File: src/hdl/rename_pkg.sv
`default_nettype none

package rename_pkg;

    // architectural register file
    localparam int REG_SIZE = 32;
    localparam int REG_WIDTH = 5;
    localparam int VAL_WIDTH = 32;

    // reorder buffer
    localparam int ROB_SIZE = 8;
    localparam int ROB_ID_WIDTH = 3;

    typedef logic [REG_WIDTH-1:0] reg_idx_t;
    typedef logic [VAL_WIDTH-1:0] value_t;

    // tag 0 means no pending writer, entry k carries tag k+1
    typedef logic [ROB_ID_WIDTH:0] rob_tag_t;
    typedef logic [ROB_ID_WIDTH-1:0] rob_idx_t;
    typedef logic [ROB_ID_WIDTH:0] rob_count_t;

    typedef enum logic [1:0] {
        ROB_EMPTY,
        ROB_WAITING,
        ROB_DONE
    } rob_state_e;

    typedef struct packed {
        reg_idx_t rd;
        reg_idx_t rs1;
        reg_idx_t rs2;
    } issue_req_t;

    typedef struct packed {
        rob_tag_t tag;
        value_t   value;
    } wb_req_t;

    typedef struct packed {
        reg_idx_t rd;
        rob_tag_t tag;
        value_t   value;
    } commit_t;

    // ready operands carry a value, waiting ones the producer tag
    typedef struct packed {
        logic     ready;
        rob_tag_t tag;
        value_t   value;
    } operand_t;

endpackage

`default_nettype wire

File: src/hdl/operand_resolve.sv
`default_nettype none

module operand_resolve
    import rename_pkg::*;
(
    // raw register file reads
    input  wire value_t   val1,
    input  wire value_t   val2,
    input  wire rob_tag_t lab1,
    input  wire rob_tag_t lab2,

    // reorder buffer lookups
    output rob_tag_t      look_tag1,
    output rob_tag_t      look_tag2,
    input  wire logic     look_done1,
    input  wire logic     look_done2,
    input  wire value_t   look_val1,
    input  wire value_t   look_val2,

    output operand_t      op1,
    output operand_t      op2
);

    function automatic operand_t resolve(
        input value_t   reg_val,
        input rob_tag_t lab,
        input logic     done,
        input value_t   rob_val
    );
        operand_t op;
        if (lab == '0) begin
            // no pending writer, register value is current
            op.ready = 1'b1;
            op.tag   = '0;
            op.value = reg_val;
        end else if (done) begin
            // written back but not yet committed
            op.ready = 1'b1;
            op.tag   = '0;
            op.value = rob_val;
        end else begin
            op.ready = 1'b0;
            op.tag   = lab;
            op.value = '0;
        end
        return op;
    endfunction

    assign look_tag1 = lab1;
    assign look_tag2 = lab2;

    assign op1 = resolve(val1, lab1, look_done1, look_val1);
    assign op2 = resolve(val2, lab2, look_done2, look_val2);

endmodule

`default_nettype wire

File: src/hdl/reg_file.sv
`default_nettype none

module reg_file
    import rename_pkg::*;
(
    input  wire logic     clk,
    input  wire logic     rst_in,
    input  wire logic     rdy_in,
    input  wire logic     flush,

    // labelling from issue
    input  wire logic     issue_en,
    input  wire reg_idx_t issue_rd,
    input  wire rob_tag_t issue_tag,

    // in-order retirement from the reorder buffer
    input  wire logic     commit_valid,
    input  wire commit_t  commit,

    // source reads
    input  wire reg_idx_t rs1,
    input  wire reg_idx_t rs2,
    output value_t        val1,
    output value_t        val2,
    output rob_tag_t      lab1,
    output rob_tag_t      lab2
);

    value_t   values [REG_SIZE];
    rob_tag_t labels [REG_SIZE];

    logic do_issue;
    logic do_commit;

    // x0 is hardwired, never labelled or written
    assign do_issue  = issue_en && (issue_rd != '0);
    assign do_commit = commit_valid && (commit.rd != '0);

    always_ff @(posedge clk) begin
        if (rst_in) begin
            for (int i = 0; i < REG_SIZE; i++) begin
                values[i] <= '0;
                labels[i] <= '0;
            end
        end else if (rdy_in) begin
            if (flush) begin
                // drop all renames, committed values stay
                for (int i = 0; i < REG_SIZE; i++) begin
                    labels[i] <= '0;
                end
            end else begin
                if (do_commit) begin
                    values[commit.rd] <= commit.value;
                    // a newer writer keeps its label
                    if (labels[commit.rd] == commit.tag) begin
                        labels[commit.rd] <= '0;
                    end
                end
                // issue comes last so a same-cycle rename wins
                if (do_issue) begin
                    labels[issue_rd] <= issue_tag;
                end
            end
        end
    end

    // combinational reads, state before the edge
    assign val1 = values[rs1];
    assign val2 = values[rs2];
    assign lab1 = labels[rs1];
    assign lab2 = labels[rs2];

endmodule

`default_nettype wire

File: src/hdl/rename_core.sv
`default_nettype none

module rename_core
    import rename_pkg::*;
(
    input  wire logic       clk,
    input  wire logic       rst_in,
    input  wire logic       rdy_in,
    input  wire logic       flush,

    input  wire logic       issue_en,
    input  wire issue_req_t issue,
    input  wire logic       wb_en,
    input  wire wb_req_t    wb,

    output rob_tag_t        issue_tag,
    output logic            rob_full,
    output operand_t        op1,
    output operand_t        op2,
    output logic            commit_valid,
    output commit_t         commit
);

    value_t   val1;
    value_t   val2;
    rob_tag_t lab1;
    rob_tag_t lab2;

    rob_tag_t look_tag1;
    rob_tag_t look_tag2;
    logic     look_done1;
    logic     look_done2;
    value_t   look_val1;
    value_t   look_val2;

    reg_file u_reg_file (
        .clk          (clk),
        .rst_in       (rst_in),
        .rdy_in       (rdy_in),
        .flush        (flush),
        .issue_en     (issue_en),
        .issue_rd     (issue.rd),
        .issue_tag    (issue_tag),
        .commit_valid (commit_valid),
        .commit       (commit),
        .rs1          (issue.rs1),
        .rs2          (issue.rs2),
        .val1         (val1),
        .val2         (val2),
        .lab1         (lab1),
        .lab2         (lab2)
    );

    reorder_buffer u_reorder_buffer (
        .clk          (clk),
        .rst_in       (rst_in),
        .rdy_in       (rdy_in),
        .flush        (flush),
        .issue_en     (issue_en),
        .issue_rd     (issue.rd),
        .issue_tag    (issue_tag),
        .rob_full     (rob_full),
        .wb_en        (wb_en),
        .wb           (wb),
        .look_tag1    (look_tag1),
        .look_tag2    (look_tag2),
        .look_done1   (look_done1),
        .look_done2   (look_done2),
        .look_val1    (look_val1),
        .look_val2    (look_val2),
        .commit_valid (commit_valid),
        .commit       (commit)
    );

    operand_resolve u_operand_resolve (
        .val1       (val1),
        .val2       (val2),
        .lab1       (lab1),
        .lab2       (lab2),
        .look_tag1  (look_tag1),
        .look_tag2  (look_tag2),
        .look_done1 (look_done1),
        .look_done2 (look_done2),
        .look_val1  (look_val1),
        .look_val2  (look_val2),
        .op1        (op1),
        .op2        (op2)
    );

endmodule

`default_nettype wire

File: src/hdl/reorder_buffer.sv
`default_nettype none

module reorder_buffer
    import rename_pkg::*;
(
    input  wire logic     clk,
    input  wire logic     rst_in,
    input  wire logic     rdy_in,
    input  wire logic     flush,

    // allocation at the tail
    input  wire logic     issue_en,
    input  wire reg_idx_t issue_rd,
    output rob_tag_t      issue_tag,
    output logic          rob_full,

    // result capture
    input  wire logic     wb_en,
    input  wire wb_req_t  wb,

    // operand lookups
    input  wire rob_tag_t look_tag1,
    input  wire rob_tag_t look_tag2,
    output logic          look_done1,
    output logic          look_done2,
    output value_t        look_val1,
    output value_t        look_val2,

    // retirement at the head
    output logic          commit_valid,
    output commit_t       commit
);

    rob_state_e state_q [ROB_SIZE];
    reg_idx_t   rd_q    [ROB_SIZE];
    value_t     val_q   [ROB_SIZE];

    rob_idx_t   head;
    rob_idx_t   tail;
    rob_count_t count;

    rob_idx_t   wb_idx;
    logic       do_issue;
    logic       do_wb;

    function automatic rob_idx_t tag_idx(input rob_tag_t t);
        rob_tag_t d;
        d = t - rob_tag_t'(1);
        return d[ROB_ID_WIDTH-1:0];
    endfunction

    function automatic rob_tag_t idx_tag(input rob_idx_t idx);
        return rob_tag_t'(idx) + rob_tag_t'(1);
    endfunction

    assign issue_tag = idx_tag(tail);
    assign rob_full  = (count == rob_count_t'(ROB_SIZE));

    // nothing moves while stalled or flushing
    assign do_issue = issue_en && rdy_in && !flush && !rob_full;

    // writebacks to a free or finished entry are ignored
    assign wb_idx = tag_idx(wb.tag);
    assign do_wb  = wb_en && rdy_in && !flush && (wb.tag != '0)
                    && (state_q[wb_idx] == ROB_WAITING);

    // head retires as soon as its result is in
    assign commit_valid = rdy_in && !flush && (state_q[head] == ROB_DONE);
    assign commit.rd    = rd_q[head];
    assign commit.tag   = idx_tag(head);
    assign commit.value = val_q[head];

    always_ff @(posedge clk) begin
        if (rst_in || (rdy_in && flush)) begin
            head  <= '0;
            tail  <= '0;
            count <= '0;
            for (int i = 0; i < ROB_SIZE; i++) begin
                state_q[i] <= ROB_EMPTY;
            end
        end else if (rdy_in) begin
            if (commit_valid) begin
                state_q[head] <= ROB_EMPTY;
                head          <= head + rob_idx_t'(1);
            end
            // a waiting entry is never the committing head
            if (do_wb) begin
                state_q[wb_idx] <= ROB_DONE;
            end
            if (do_issue) begin
                state_q[tail] <= ROB_WAITING;
                tail          <= tail + rob_idx_t'(1);
            end
            case ({do_issue, commit_valid})
                2'b10:   count <= count + rob_count_t'(1);
                2'b01:   count <= count - rob_count_t'(1);
                default: count <= count;
            endcase
        end
    end

    // entry payload, qualified by state
    always_ff @(posedge clk) begin
        if (do_issue) begin
            rd_q[tail] <= issue_rd;
        end
        if (do_wb) begin
            val_q[wb_idx] <= wb.value;
        end
    end

    // tag zero never names an entry
    assign look_done1 = (look_tag1 != '0) && (state_q[tag_idx(look_tag1)] == ROB_DONE);
    assign look_done2 = (look_tag2 != '0) && (state_q[tag_idx(look_tag2)] == ROB_DONE);
    assign look_val1  = val_q[tag_idx(look_tag1)];
    assign look_val2  = val_q[tag_idx(look_tag2)];

endmodule

`default_nettype wire

File: config.mk
export PLATFORM = sky130hd
export DESIGN_NAME = rename_core
export DESIGN_NICKNAME = d
export VERILOG_FILES = /design/src/hdl/rename_pkg.sv /design/src/hdl/operand_resolve.sv /design/src/hdl/reg_file.sv /design/src/hdl/rename_core.sv /design/src/hdl/reorder_buffer.sv
export SDC_FILE = /design/constraint.sdc
export NUM_CORES = 2
export LEC_CHECK = 0
export BUFFER_PORTS_ARGS = -buffer_cell sky130_fd_sc_hd__buf_2
export CAP_MARGIN = 20
export CORE_AREA = 2 2 499 377
export DETAILED_ROUTE_END_ITERATION = 12
export DIE_AREA = 0 0 501 379
export HOLD_SLACK_MARGIN = 0.12
export PLACE_DENSITY = 0.65
export REMOVE_ABC_BUFFERS = 1
export SKIP_LAST_GASP = 1
export SYNTH_ARGS = -nofsm -noshare
export SYNTH_HDL_FRONTEND = slang
export SYNTH_HIERARCHICAL = 1
export SYNTH_SLANG_ARGS = --single-unit
File: constraint.sdc
create_clock -name clk -period 8.6 [get_ports clk]
set_input_delay 1.72 -clock clk [delete_from_list [all_inputs] [get_ports clk]]
set_output_delay 1.72 -clock clk [all_outputs]
set_load 0.01 [all_outputs]
==> impl_metrics.env <==
export IMPL_initial_utilization=0.4378
export IMPL_routedWlPerCell_um=36.51
export IMPL_placed_area_um2=84490
export IMPL_synth_compound_gate_area_share=0.01086
export IMPL_tritoncts="done"
export IMPL_switching_share=0.2624
export IMPL_io_buffers=177
export IMPL_cp_data_required_time_ns=6.88
export IMPL_power_leakage_uw=0.03106
export IMPL_clockRootBuffer="clkbuf_16"
export IMPL_hold_viol=0
export IMPL_numCtsBuffers=151
export IMPL_fin_area_um2=89370
export IMPL_async_flop_share=0
export IMPL_htreeDepth=4
export IMPL_remaining_drc_errors=0
export IMPL_fin_crit_ns=7.527
export IMPL_drtPass1Iterations=6
export IMPL_critPathMaxFanout=39
export IMPL_rows=137
export IMPL_synth_edf_count=1448
export IMPL_ys_seq_area_frac=0.5441
export IMPL_p_seq_frac=0.472
export IMPL_avgSynthCellArea_um2=16.27
export IMPL_syn2layout_area_growth_pct=10.36
export IMPL_min_path_type="flop to flop"
export IMPL_yosys_warnings=6
export IMPL_drive_above_1_share=0.3414
export IMPL_critPathLaunch="issue[0]"
export IMPL_max_freq_mhz=132.9
export IMPL_startpoint_type="primary input"
export IMPL_power_ir_vdd_worst_mv=0.1572
export IMPL_internal_power_uw=12850
export IMPL_r2r_end="u_reg_file/labels[1][0]"
export IMPL_first_global_vias=49310
export IMPL_cts_sinks=1477
export IMPL_rrSetupSlack_ns=2.27
export IMPL_syn_area_um2=80980
export IMPL_fin_nets=5041
export IMPL_drv_slew=0
export IMPL_drt_iter0_markers=7896
export IMPL_grt_antenna_before_repair=21
export IMPL_cp_slowest_cell="buf_4"
export IMPL_grt_pass1_wl_um=385200
export IMPL_grt_max_degree=137
export IMPL_rsz0062_at_grt="no"
export IMPL_vias_per_cell=6.647
export IMPL_clk_latency_ns=0.84
export IMPL_whs_endpoint="u_reorder_buffer/state_q[7][1]"
export IMPL_critPathArrivalTime_ns=5.81
export IMPL_clock_skew_ns=0.05995
export IMPL_max_cap_violations=0
export IMPL_synth_cells=4976
export IMPL_numPlacedInstances=7253
export IMPL_synthDistinctLibCells=72
export IMPL_cp_common_cell="mux4_2"
export IMPL_clk_transition_reported_paths_ns=0.06
export IMPL_track_usage=0.2897
export IMPL_p_clk_frac=0.381
export IMPL_power_density_nw_per_um2=194.9
export IMPL_num_vias=50080
export IMPL_synth_adder_area_share=0.001483
export IMPL_cts_resized=0
export IMPL_pin_count=178
export IMPL_critPathMaxStageDelay_ns=0.68
export IMPL_relSlewSlack=0.2073
export IMPL_holdCritStartpoint="u_reorder_buffer/state_q[7][1]"
export IMPL_post_synth_xor_area_fraction=0.001622
export IMPL_postRouteAntennaNets=0
export IMPL_place_congestion=0.8848
export IMPL_final_cells=7534
export IMPL_worstMarginPinSlew_ns=1.189
export IMPL_min_path_cells=2
export IMPL_crit_chain="buf_8 > mux4_2 > mux4_2 > mux2_8 > inv_1 > ha_4 > mux4_2 > nand2_1 > a31oi_4 > buf_4 > nand2_1 > mux2i_1 > buf_2"
export IMPL_outcome="finished clean"
export IMPL_dieArea_um2=189900
export IMPL_dp_hpwl_um=161500
export IMPL_setup_violations_final=0
export IMPL_synth_top_family_by_area="multiplexers"
export IMPL_synthFlopType="edfxtp_1"
export IMPL_die_height_um=379
export IMPL_clk_path_buf_depth=3
export IMPL_core_area_um2=185000
export IMPL_fin_crit_sh=0.8752
export IMPL_synth_simple_gate_area_frac=0.1113
export IMPL_critPathKind="primary input to output port"
export IMPL_ys_seq_elements=1477
export IMPL_p_switching_uw=4571
export IMPL_dieWidth_um=501
export IMPL_ff2ff_path_depth=10
export IMPL_ctsHoldBuffers=0
export IMPL_pwr_share_comb=0.147
export IMPL_synth_mux_area_frac=0.2994
export IMPL_wl_um=275100
export IMPL_crit_path_end_kind="output port"
export IMPL_cts_setup_buffers=0
export IMPL_grt_overflow_total=0
-- cell families (layout without fill, tap and decap cells) --
kind of cell | after synthesis | count (layout)
compound gates | 124 | 124
xor+xnor | 15 | 15
fa+ha+maj | 9 | 9
buf+inv | 590 | 675
flops | 1477 | 1477
mux | 1236 | 1236
other cells | 1 | 42
simple gates | 1524 | 1524
-- cell type report --
class,count,area [µm²]
sequential,1477,44070
inverter,84,316.6
fill,15250,95590
timing repair buffer,317,2115
clock buffer,180,3908
tap,2432,3043
antenna,6,15.01
clock inverter,94,950.9
multi-input combinational,2944,34950
-- critical path: cells and delay by family --
family	cells	cell delay (ns)
buffers and inverters	4	1.40
AOI/OAI and AO/OA	1	0.17
and+or+nand+nor	2	0.22
adders and majority gates	1	0.23
muxes	5	2.00
-- cells in the final DEF (no fill, tap or decap), types with 98 or more instances in the layout --
cell type	instances
mux2_2	172
clkbuf_16	151
nand2_1	102
nor2_1	98
and2_1	1119
buf_4	136
mux4_2	931
buf_2	166
edfxtp_1	1448
mux2i_1	129
-- synthesized netlist by cell type (all sizes together), types with 4 or more instances --
cell type,instances,area share
edfxtp,1448,0.54
and2,1119,0.086
mux4,931,0.26
clkbuf,364,0.017
mux2,176,0.025
buf,142,0.010
nor2,133,0.0063
mux2i,129,0.016
nand2,102,0.0047
inv,83,0.0038
or2,34,0.0026
dfxtp,29,0.0072
nor3,29,0.0019
o21ai,27,0.0017
or3,24,0.0019
o22ai,22,0.0017
o31ai,22,0.0020
nor2b,21,0.0016
a21oi,12,0.00074
a221oi,10,0.0011
nand2b,10,0.00077
nand3,10,0.00083
xnor2,9,0.00097
ha,8,0.0012
nand4,8,0.00062
o41ai,6,0.0011
xor2,6,0.00065
a31o,5,0.00054
nand3b,5,0.00046
nor3b,5,0.00053
nor4,5,0.00057
and3,4,0.00031
o21a,4,0.00037
-- per-stage QoR --
step	hold slack, ns	total power [µW]	TNS (ns)	utilization	worst slack [ns]
after global placement	0.4516	10890	0	0.4568	1.003
after CTS	0.4760	17480	0	0.4831	0.9990
final	0.4811	17420	0	0.4832	1.073
after floorplan	0.4389	9816	-64.29	-	-0.9614
after global routing	0.5056	17890	0	0.4831	0.8123
after detailed placement	0.4681	10920	0	0.4568	1.025
-- metal layers --
metal	global-route usage	up-vias	wire length [µm]
li1	-	19480	-
met1	0.4142	26440	108400
met2	0.4236	3583	120100
met3	0.08353	570	35650
met4	0.1012	4	10900
met5	0.0007682	-	21
-- sequential cells by signal (all words and copies together), names as in the netlist, named ones only --
register and cells:
u_reorder_buffer/tail 3, u_reorder_buffer/head 3, u_reorder_buffer/count 4, u_reorder_buffer/val_q 256, u_reg_file/values 1024, u_reg_file/labels 128, u_reorder_buffer/rd_q 40, u_reorder_buffer/state_q 16
-- worst max path at each step --
stage | end | depth (start not counted)
floorplan | op2[0] | 10
global placement | op2[26] | 13
detailed placement | op2[26] | 13
CTS | op2[26] | 13
global route | op2[26] | 13
finish | op2[26] | 13
-- power groups by stage --
stage / Sequential [µW] / Combinational [µW] / Clock (µW)
floorplan: 8320 / 1500 / 0
global placement: 8360 / 2540 / 0
detailed placement: 8370 / 2540 / 0
CTS: 8220 / 2550 / 6700
global route: 8240 / 2670 / 6980
finish: 8230 / 2560 / 6630
Power figures use the tool's default switching activity.
